## src/capture_defs.svh

```systemverilog
/*
 * capture sizing constants
 * shared by the packer, the capture bank and the readout framer
 */
`ifndef CAPTURE_DEFS_SVH
`define CAPTURE_DEFS_SVH

// words held by the bank, kept small for short simulated captures
`define BANK_DEPTH 16

// adc samples packed side by side into one bank word
`define SAMPLES_PER_WORD 4

// bits per adc sample
`define SAMPLE_WIDTH 12

// framer queue depth, also the bank's starting credit count
`define READ_CREDITS 4

// width of the channel identifier written into the first beat
`define CHANNEL_ID_WIDTH 4

`endif

```

## src/capture_pkg.sv

```systemverilog
/*
 * capture side types
 * one adc sample, one packed bank word and the captured word count
 */
`include "capture_defs.svh"

package capture_pkg;

  // raw adc sample
  typedef logic [`SAMPLE_WIDTH-1:0] sample_t;

  // packed word, sample 0 sits in the lowest bits
  typedef logic [`SAMPLES_PER_WORD*`SAMPLE_WIDTH-1:0] word_t;

  // number of stored words
  // one bit wider than the address so a full bank can be reported
  typedef logic [$clog2(`BANK_DEPTH + 1)-1:0] count_t;

endpackage

```

## src/readout_pkg.sv

```systemverilog
/*
 * readout side types
 * beat kinds of a record and the width of one readout beat
 */
`include "capture_defs.svh"

package readout_pkg;

  // a beat is as wide as one packed word
  localparam int BEAT_WIDTH = `SAMPLES_PER_WORD * `SAMPLE_WIDTH;

  // record layout is identifier, count, then the stored words
  typedef enum logic [1:0] {
    BEAT_ID,
    BEAT_COUNT,
    BEAT_SAMPLE
  } beat_kind_t;

  // readout data, header values are zero-extended into it
  typedef logic [BEAT_WIDTH-1:0] beat_t;

endpackage

```

## src/capture_top.sv

```systemverilog
/*
 * capture top level
 * adc samples go through the packer into the bank, records come back
 * through the framer onto the valid/ready output
 */
`timescale 1ns/1ps
`include "capture_defs.svh"

module capture_top
  import capture_pkg::*;
  import readout_pkg::*;
(
  input  logic                         clk,
  input  logic                         reset,
  input  logic                         start,
  input  logic                         stop,
  input  logic [`CHANNEL_ID_WIDTH-1:0] channel_id,
  input  logic                         sample_valid,
  input  sample_t                      sample_data,
  input  logic                         out_ready,
  output logic                         bank_full,
  output logic                         out_valid,
  output beat_t                        out_data,
  output logic                         out_last,
  output logic                         out_first
);

  // packer to bank, no back-pressure
  logic  word_valid;
  word_t word_data;

  // bank to framer, credit flow
  logic       beat_valid;
  beat_t      beat_data;
  beat_kind_t beat_kind;
  logic       beat_last;
  logic       credit_return;

  sample_packer packer (
    .clk          (clk),
    .reset        (reset),
    .sample_valid (sample_valid),
    .sample_data  (sample_data),
    .word_valid   (word_valid),
    .word_data    (word_data)
  );

  sample_bank bank (
    .clk           (clk),
    .reset         (reset),
    .start         (start),
    .stop          (stop),
    .word_valid    (word_valid),
    .word_data     (word_data),
    .credit_return (credit_return),
    .bank_full     (bank_full),
    .beat_valid    (beat_valid),
    .beat_data     (beat_data),
    .beat_kind     (beat_kind),
    .beat_last     (beat_last)
  );

  readout_framer framer (
    .clk           (clk),
    .reset         (reset),
    .channel_id    (channel_id),
    .beat_valid    (beat_valid),
    .beat_data     (beat_data),
    .beat_kind     (beat_kind),
    .beat_last     (beat_last),
    .out_ready     (out_ready),
    .credit_return (credit_return),
    .out_valid     (out_valid),
    .out_data      (out_data),
    .out_last      (out_last),
    .out_first     (out_first)
  );

endmodule

```

## src/readout_framer.sv

```systemverilog
/*
 * readout framer
 * queues beats from the bank, puts the channel identifier into the first
 * beat of each record and hands beats out on a valid/ready port
 * every transfer returns one credit to the bank
 */
`timescale 1ns/1ps
`include "capture_defs.svh"

module readout_framer
  import readout_pkg::*;
(
  input  logic                         clk,
  input  logic                         reset,
  input  logic [`CHANNEL_ID_WIDTH-1:0] channel_id,
  input  logic                         beat_valid,
  input  beat_t                        beat_data,
  input  beat_kind_t                   beat_kind,
  input  logic                         beat_last,
  input  logic                         out_ready,
  output logic                         credit_return,
  output logic                         out_valid,
  output beat_t                        out_data,
  output logic                         out_last,
  output logic                         out_first
);

  localparam int DEPTH = `READ_CREDITS;
  localparam int PTR_W = (DEPTH > 1) ? $clog2(DEPTH) : 1;
  localparam int CNT_W = $clog2(DEPTH + 1);

  beat_t            q_data [DEPTH];
  logic [DEPTH-1:0] q_last;
  logic [DEPTH-1:0] q_first;

  logic [PTR_W-1:0] wr_ptr;
  logic [PTR_W-1:0] rd_ptr;
  logic [CNT_W-1:0] fill;

  logic  is_id;
  logic  pop;
  beat_t wr_data;

  // queue pointers wrap at DEPTH, which need not be a power of two
  function automatic logic [PTR_W-1:0] next_ptr(input logic [PTR_W-1:0] ptr);
    return (ptr == PTR_W'(DEPTH - 1)) ? '0 : ptr + 1'b1;
  endfunction

  // identifier beat gets the channel number, zero-extended
  assign is_id   = (beat_kind == BEAT_ID);
  assign wr_data = is_id ? beat_t'(channel_id) : beat_data;

  // head of the queue drives the output directly
  assign out_valid = (fill != '0);
  assign out_data  = q_data[rd_ptr];
  assign out_last  = q_last[rd_ptr];
  assign out_first = q_first[rd_ptr];
  assign pop       = out_valid && out_ready;

  // storage, credits guarantee a free slot for every incoming beat
  always_ff @(posedge clk) begin
    if (beat_valid) begin
      q_data[wr_ptr]  <= wr_data;
      q_last[wr_ptr]  <= beat_last;
      q_first[wr_ptr] <= is_id;
    end
  end

  // pointers, fill level and credit return
  always_ff @(posedge clk) begin
    if (reset) begin
      wr_ptr        <= '0;
      rd_ptr        <= '0;
      fill          <= '0;
      credit_return <= 1'b0;
    end else begin
      credit_return <= pop;
      if (beat_valid) begin
        wr_ptr <= next_ptr(wr_ptr);
      end
      if (pop) begin
        rd_ptr <= next_ptr(rd_ptr);
      end
      unique case ({beat_valid, pop})
        2'b10:   fill <= fill + 1'b1;
        2'b01:   fill <= fill - 1'b1;
        default: fill <= fill;
      endcase
    end
  end

endmodule

```

## src/sample_bank.sv

```systemverilog
/*
 * capture bank
 * stores packed words between start and stop or until full, then reads out
 * an identifier beat, a count beat and the stored words
 * beats are issued against credits returned by the downstream queue
 */
`timescale 1ns/1ps
`include "capture_defs.svh"

module sample_bank
  import capture_pkg::*;
  import readout_pkg::*;
(
  input  logic       clk,
  input  logic       reset,
  input  logic       start,
  input  logic       stop,
  input  logic       word_valid,
  input  word_t      word_data,
  input  logic       credit_return,
  output logic       bank_full,
  output logic       beat_valid,
  output beat_t      beat_data,
  output beat_kind_t beat_kind,
  output logic       beat_last
);

  localparam int DEPTH    = `BANK_DEPTH;
  localparam int ADDR_W   = $clog2(DEPTH);
  localparam int CREDIT_W = $clog2(`READ_CREDITS + 1);

  typedef enum logic [2:0] {
    S_IDLE,
    S_CAPTURE,
    S_SEND_ID,
    S_SEND_COUNT,
    S_SEND_SAMPLES
  } state_t;

  state_t state;

  word_t mem [DEPTH];

  // word_count doubles as the write pointer
  count_t word_count;
  count_t rd_count;
  logic [ADDR_W-1:0] wr_addr;
  logic [ADDR_W-1:0] rd_addr;

  logic [CREDIT_W-1:0] credits;
  logic store;
  logic issue;
  logic last_read;

  // registered memory word and header word, picked by the beat kind
  word_t rd_word;
  beat_t hdr_word;

  assign wr_addr = word_count[ADDR_W-1:0];
  assign rd_addr = rd_count[ADDR_W-1:0];

  // words outside capture are simply dropped, the adc cannot be stalled
  assign store = (state == S_CAPTURE) && word_valid;

  // any send state issues one beat per cycle while a credit is held
  assign issue = (credits != '0) &&
                 (state inside {S_SEND_ID, S_SEND_COUNT, S_SEND_SAMPLES});

  assign last_read = (rd_count == word_count - 1'b1);

  assign beat_data = (beat_kind == BEAT_SAMPLE) ? rd_word : hdr_word;

  // memory port, read data lands one cycle after the read is issued
  always_ff @(posedge clk) begin
    if (store) begin
      mem[wr_addr] <= word_data;
    end
    if (issue && (state == S_SEND_SAMPLES)) begin
      rd_word <= mem[rd_addr];
    end
  end

  // header payload, identifier is left zero for the framer to fill in
  always_ff @(posedge clk) begin
    if (issue && (state == S_SEND_ID)) begin
      hdr_word <= '0;
    end else if (issue && (state == S_SEND_COUNT)) begin
      hdr_word <= beat_t'(word_count);
    end
  end

  // capture and readout sequencing
  always_ff @(posedge clk) begin
    if (reset) begin
      state      <= S_IDLE;
      word_count <= '0;
      rd_count   <= '0;
      bank_full  <= 1'b0;
      beat_valid <= 1'b0;
      beat_kind  <= BEAT_ID;
      beat_last  <= 1'b0;
    end else begin
      beat_valid <= issue;
      beat_last  <= 1'b0;
      unique case (state)
        S_IDLE: begin
          rd_count <= '0;
          if (start) begin
            word_count <= '0;
            state      <= S_CAPTURE;
          end
        end
        S_CAPTURE: begin
          // a word arriving with stop is still kept
          if (stop) begin
            state <= S_SEND_ID;
          end
          if (store) begin
            word_count <= word_count + 1'b1;
            if (word_count == count_t'(DEPTH - 1)) begin
              bank_full <= 1'b1;
              state     <= S_SEND_ID;
            end
          end
        end
        S_SEND_ID: begin
          if (issue) begin
            beat_kind <= BEAT_ID;
            state     <= S_SEND_COUNT;
          end
        end
        S_SEND_COUNT: begin
          if (issue) begin
            beat_kind <= BEAT_COUNT;
            // empty capture ends the record on the count beat
            if (word_count == '0) begin
              beat_last <= 1'b1;
              bank_full <= 1'b0;
              state     <= S_IDLE;
            end else begin
              state <= S_SEND_SAMPLES;
            end
          end
        end
        S_SEND_SAMPLES: begin
          // read pointer holds whenever credits run out
          if (issue) begin
            beat_kind <= BEAT_SAMPLE;
            rd_count  <= rd_count + 1'b1;
            if (last_read) begin
              beat_last <= 1'b1;
              bank_full <= 1'b0;
              state     <= S_IDLE;
            end
          end
        end
        default: state <= S_IDLE;
      endcase
    end
  end

  // credit counter, one spent per issued beat and one back per return pulse
  always_ff @(posedge clk) begin
    if (reset) begin
      credits <= CREDIT_W'(`READ_CREDITS);
    end else begin
      unique case ({issue, credit_return})
        2'b10:   credits <= credits - 1'b1;
        2'b01:   credits <= credits + 1'b1;
        default: credits <= credits;
      endcase
    end
  end

endmodule

```

## src/sample_packer.sv

```systemverilog
/*
 * sample packer
 * collects SAMPLES_PER_WORD consecutive adc samples into one parallel word
 * and pulses word_valid for one cycle when the word is complete
 */
`timescale 1ns/1ps
`include "capture_defs.svh"

module sample_packer
  import capture_pkg::*;
(
  input  logic    clk,
  input  logic    reset,
  input  logic    sample_valid,
  input  sample_t sample_data,
  output logic    word_valid,
  output word_t   word_data
);

  localparam int SPW    = `SAMPLES_PER_WORD;
  localparam int SLOT_W = (SPW > 1) ? $clog2(SPW) : 1;

  // lane that the next accepted sample goes into
  logic [SLOT_W-1:0] slot;
  logic              last_slot;

  assign last_slot = (slot == SLOT_W'(SPW - 1));

  // each sample lands in its own lane, sample 0 lowest
  // lanes are overwritten in order so the word is whole when word_valid fires
  always_ff @(posedge clk) begin
    if (sample_valid) begin
      word_data[slot*`SAMPLE_WIDTH +: `SAMPLE_WIDTH] <= sample_data;
    end
  end

  // slot counter and word strobe
  always_ff @(posedge clk) begin
    if (reset) begin
      slot       <= '0;
      word_valid <= 1'b0;
    end else begin
      // strobe follows the edge that took the last sample of a group
      word_valid <= sample_valid && last_slot;
      if (sample_valid) begin
        if (last_slot) begin
          slot <= '0;
        end else begin
          slot <= slot + 1'b1;
        end
      end
    end
  end

endmodule

```

## config.mk

```make
export PLATFORM = sky130hd
export DESIGN_NAME = capture_top
export DESIGN_NICKNAME = d
export VERILOG_FILES = /design/src/capture_pkg.sv /design/src/readout_pkg.sv /design/src/capture_top.sv /design/src/readout_framer.sv /design/src/sample_bank.sv /design/src/sample_packer.sv
export VERILOG_INCLUDE_DIRS = /design/src
export SDC_FILE = /design/constraint.sdc
export NUM_CORES = 1
export LEC_CHECK = 0
export BUFFER_PORTS_ARGS = -buffer_cell sky130_fd_sc_hd__buf_4
export CAP_MARGIN = 25
export CORE_AREA = 2 2 276 278
export CTS_CLUSTER_SIZE = 10
export DETAILED_ROUTE_END_ITERATION = 10
export DIE_AREA = 0 0 278 280
export PLACE_DENSITY = 0.73
export SLEW_MARGIN = 30
export SYNTH_ARGS = -nofsm -noshare
export SYNTH_HDL_FRONTEND = slang
export SYNTH_SLANG_ARGS = --single-unit
```

## constraint.sdc

```tcl
create_clock -name clk -period 11.8 [get_ports clk]
set_input_delay 2.36 -clock clk [delete_from_list [all_inputs] [get_ports clk]]
set_output_delay 2.36 -clock clk [all_outputs]
set_load 0.05 [all_outputs]
```

== Word-level counts from Yosys, hierarchy flattened ==
Memory sizes are Yosys's and may differ from the RTL's. A register that Yosys moved wholly into a read port is not among the register bits.
Cells that the tools add are included.

* Add/sub/neg operators: 11
* Multiply operators: 1
* $lt $le $gt $ge: 3
* Eq/ne operators: 22
* Shifts and indexed selects: 2
* Muxes and demuxes: 53
* Reduce and logical (&&, ||, !) cells: 24

{| class="wikitable"
|+ Operators by type and width
! operator !! count
|-
| $mux W48 || 2
|-
| $bwmux W48 || 1
|-
| $shift A12 B34 Y48 const A || 1
|-
| $shiftx A12 B34 Y48 || 1
|-
| $neg A6 Y34 || 1
|-
| $mux W3 || 9
|-
| $pmux W5 S2 || 2
|-
| $mux W1 || 17
|-
| $mux W2 || 8
|-
| $mux W5 || 3
|-
| $pmux W3 S5 || 1
|-
| $eq A2 B2 Y1 const B || 6
|-
| $pmux W3 S2 || 2
|-
| $reduce_bool A3 Y1 || 4
|-
| $add A5 B1 Y5 const B || 2
|-
| $ne A2 B1 Y1 const B || 5
|-
| $bwmux W4 || 2
|-
| $logic_and A1 B1 Y1 || 8
|-
| $reduce_bool A2 Y1 || 4
|-
| $reduce_and A7 Y1 || 1
|-
| $add A2 B1 Y2 const B || 3
|-
| $add A3 B1 Y3 const B || 2
|-
| $eq A3 B2 Y1 const B || 2
|-
| $lt A2 B3 Y1 const B || 2
|-
| other kinds (22) || 27
|}

* Register bits: 93
* RAM bits: 960
* Bits of input ports: 22
* Output and inout bits: 52
* Logic and storage cells: 136
* Memories: 2

{| class="wikitable"
|+ Memory list
! memory !! depth !! bits a word !! read ports !! clocked after memory_dff !! wr ports !! line !! source
|-
| bank.mem || 16 || 48 || 1 || 1 || 1 || sample_bank.sv:42 || <nowiki>word_t mem [DEPTH];</nowiki>
|-
| framer.q_data || 4 || 48 || 1 || 1 || 1 || readout_framer.sv:32 || <nowiki>beat_t q_data [DEPTH];</nowiki>
|}

== Longest topological paths before layout ==
* Word-level depth: 5
* Depth in mapped cells: 9

== Modules after synthesis ==
A second synthesis with hierarchy kept.

* Cells, all modules: 1885
* Area total of the unflattened synthesis: 42429.4 um^2

{| class="wikitable"
|+ By module, submodules not included
! module !! times used !! cells each !! area an instance (um^2) !! sequential area each (um^2)
|-
| sample_bank || 1 || 1360 || 32144.6 || 25024.0
|-
| readout_framer || 1 || 365 || 8030.2 || 6206.0
|-
| sample_packer || 1 || 160 || 2254.7 || 1501.4
|}

== Worst setup path after synthesis ==
No wires, ideal clock.

* Kind: register to register
* Start: register bank.state[0]
* End: memory bank.mem[0][0] (netlist bit) (enable)
* Data arrival time: 4.314 ns
* Required time: 11.287 ns
* Path slack: 6.973 ns
* Stages on the path, launching flop included: 6
* Period minus slack after synthesis: 4.827 ns
* Path through: dfxtp_1 -> buf_2 -> nor4bb_1 -> buf_2 -> nand2_1 -> nor3_1

* Word-level cells in the longest chain between the ends: 4

{| class="wikitable"
|+ RTL lines
! what !! line !! source
|-
| start, declared || sample_bank.sv:40 || <nowiki>state_t state;</nowiki>
|-
| start signal, assigned || sample_bank.sv:95 || <nowiki>state <= S_IDLE;</nowiki>
|-
| start signal, assigned || sample_bank.sv:110 || <nowiki>state <= S_CAPTURE;</nowiki>
|-
| start signal, assigned || sample_bank.sv:116 || <nowiki>state <= S_SEND_ID;</nowiki>
|-
| $eq A3 B1 Y1 || sample_bank.sv:63 || <nowiki>assign store = (state == S_CAPTURE) && word_valid;</nowiki>
|-
| $logic_and A1 B1 Y1 || sample_bank.sv:63 ||
|-
| $mux W1 || sample_bank.sv:75 || <nowiki>if (store) begin</nowiki>
|-
| $mux W1 (implied by the code) || sample_bank.sv:76 || <nowiki>mem[wr_addr] <= word_data;</nowiki>
|-
| end, declared || sample_bank.sv:42 ||
|}

No other way between the ends.

==> results.cfg <==
[yosys]
syn_nets = 2047
synth_top_area_share_pct = 75.31
synth.ff_latch_count = 1103
synth-main-ff-cell = edfxtp_1
synth_edf_count = 1064
ys_types = 50
syn_area_um2 = 42420
yosysTopAreaCell = edfxtp_1
postSynthAreaPerCell_um2 = 21.17
async_flop_share_pct = 0
ys_warn_count = 0
synthTopCellsByArea = edfxtp_1, mux4_2, dfxtp_1
synthCells = 2004
synth_seq_area_share_pct = 77.15

[final_layout]
antenna_cells = 0
drive_gt1_share_pct = 23.75
nets = 2170
syn2layout_area_growth_pct = 11.92
post-route-util_pct = 63.14
final_common_cell = edfxtp_1
mostFrequentLayoutCells = edfxtp_1, mux4_2, clkbuf_16

[pwr]
p_per_area_nw_per_um2 = 165.7
vdd_drop_max_uv = 145.4
p_leak_nw = 14.46

[global_routing]
grt.total_usage_pct = 22.56
grt_max_degree = 114
antenna_found_initial = 8
grt-ovfl-total = 0
grt_pass1_vias = 20710
grt_pass1_wl_um = 129500

[clock_network]
cts_resized = 0
cts_tree = yes
path_clk_slew_ns = 0.05
cts-hold-fix-buffers = 0
cts_setup_buffers = 0
cts-htree-levels = 3
cts_buffers = 120
cts-root-buf = clkbuf_16
ctsLongestPathBuffers = 3
cts_sinks = 1103
clk_latency_ns = 0.68

[sta]
maxSlewHeadroom_pct = 29.91
rsz0062_at_grt = no
fin_tns_setup_ns = 0
finalSetupViolations = 0
fmax_ghz = 0.2088
slew_viol_final = 0
worst_pin_slew_ns = 1.051
period_needed_ns = 4.789
skew_ns = 0.01632
min_period_over_period_pct = 40.58
finalHoldViolCount = 0
fin_hold_ws_ns = 0.4525

[floorplan]
die_y_um = 280
rows = 101
initial_utilization_pct = 56.42
io_pins = 74
die_x_um = 278
coreArea_um2 = 75190
die_area_um2 = 77840

[critical_path]
critPathCaptureType = output port
required_ns = 9.44
worstPathCellList = buf_6, mux4_2, buf_4
cp_max_fo = 45
critPathMaxStageDelay_ns = 0.60
worst_path_max_delay_cell = mux4_2
worst_setup_path_start_kind = flip-flop
critPathArrivalTime_ns = 2.43
path_class = flip-flop to output port

[route]
drcViolationCount = 0
routed-via-count = 19770
wl_per_cell_um = 27.35
vias_per_cell = 6.285
drt-initial-drc-count = 2241
first_pass_iters = 5
routed_wl_um = 86060
ant_nets = 0

[placed_design]
place_congestion = 0.8214
place.port_buffers = 73
hpwlAfterDp_um = 44670

[worst_hold_path]
min_path_type = flip-flop to flip-flop

[run_status]
status = finished, final reports clean

[job]
drv_cap = 0
[cell usage after synthesis, types with 3 or more instances]
cell type and n:
or3_1 5, nor4bb_1 9, nor4b_1 10, mux2i_1 65, inv_1 18, edfxtp_1 1064
and2_1 65, nor4_1 7, nor3_1 14, a211oi_1 49, a22oi_1 8, buf_2 30
nand2b_1 3, buf_6 10, nand3_1 3, a21oi_1 66, ha_1 19, and3_1 13
xnor2_1 5, mux4_2 242, nand2_1 38, dfxtp_1 39, o21ai_0 22, buf_4 11
nor2b_1 55, buf_1 4, xor2_1 8, clkbuf_1 55, nor2_1 39
[final timing paths]
check | start | endpoint | slack [ns] | cells after the start
setup / recovery | flip-flop | out_data[25] | 7.01 | 3
hold / removal | bank.hdr_word[0] | bank.hdr_word[0] | 0.45 | 2
setup reg to reg | bank.rd_count[0] | bank.rd_word[19] | 8.61 | 6
hold reg to reg | bank.hdr_word[0] | bank.hdr_word[0] | 0.45 | 2
[cells by family (layout without fill, tap and decap cells)]
group           after synthesis  after routing  synth area share [%]
flops                      1103           1103                 77.15
mux                         307            307                 14.38
simple gates                271            271                 3.675
compound gates              161            161                 2.371
buf+inv                     128            292                 1.495
fa+ha+maj                    21             21                0.6548
xor+xnor                     13             13                0.2684
[state kept, by name, indices dropped and copies added (netlist names), 3 cells and up, named ones only]
name              cells
bank.rd_word         48
framer.q_last         4
framer.fill           3
framer.q_first        4
bank.credits          3
packer.word_data     48
bank.rd_count         5
bank.mem            768
framer.q_data       192
bank.word_count       5
bank.hdr_word         5
bank.state            3
[per-stage QoR]
step / std cells / instance area (um2) / power (mW) / setup slack (ns)
6_report: 3146 / 47480 / 7.868 / 7.011
3_5_place_dp: 2979 / 44080 / 4.735 / 7.461
5_1_grt: 3146 / 47480 / 8.097 / 6.866
2_1_floorplan: 2004 / 42420 / 4.643 / 6.973
3_3_place_gp: 2976 / 44020 / 4.722 / 7.509
4_1_cts: 3142 / 47360 / 7.919 / 6.722
[area by class of cell]
type | instances | area (um2)
Clock buffer | 158 | 3198
Timing Repair Buffer | 111 | 983.4
Multi-Input combinational cell | 773 | 9178
Fill cell | 4908 | 27710
Clock inverter | 5 | 77.57
Inverter | 18 | 67.56
Tap cell | 978 | 1224
Sequential cell | 1103 | 32750
[critical path: cells and delay by family (launching register included)]
family | cells | cell delay, ns
buf+inv | 2 | 0.69
mux | 1 | 0.60
flops | 1 | 0.38
[layer usage]
layer / global-route usage, % / vias up / share of wire, %
li1: - / 8451 / -
met1: 31.30 / 10380 / 40
met2: 37.54 / 785 / 50
met3: 4.122 / 151 / 7.7
met4: 5.918 / 10 / 2.0
met5: 0 / - / 0.069
[report_power, final]
part | leakage (nW) | internal (mW) | switching, mW
logic | 3.02 | 0.110 | 0.185
registers | 9.85 | 4.31 | 0.0520
clock network | 1.59 | 1.86 | 1.36
total | 14.5 | 6.27 | 1.59
Power figures use the tool's default switching activity.
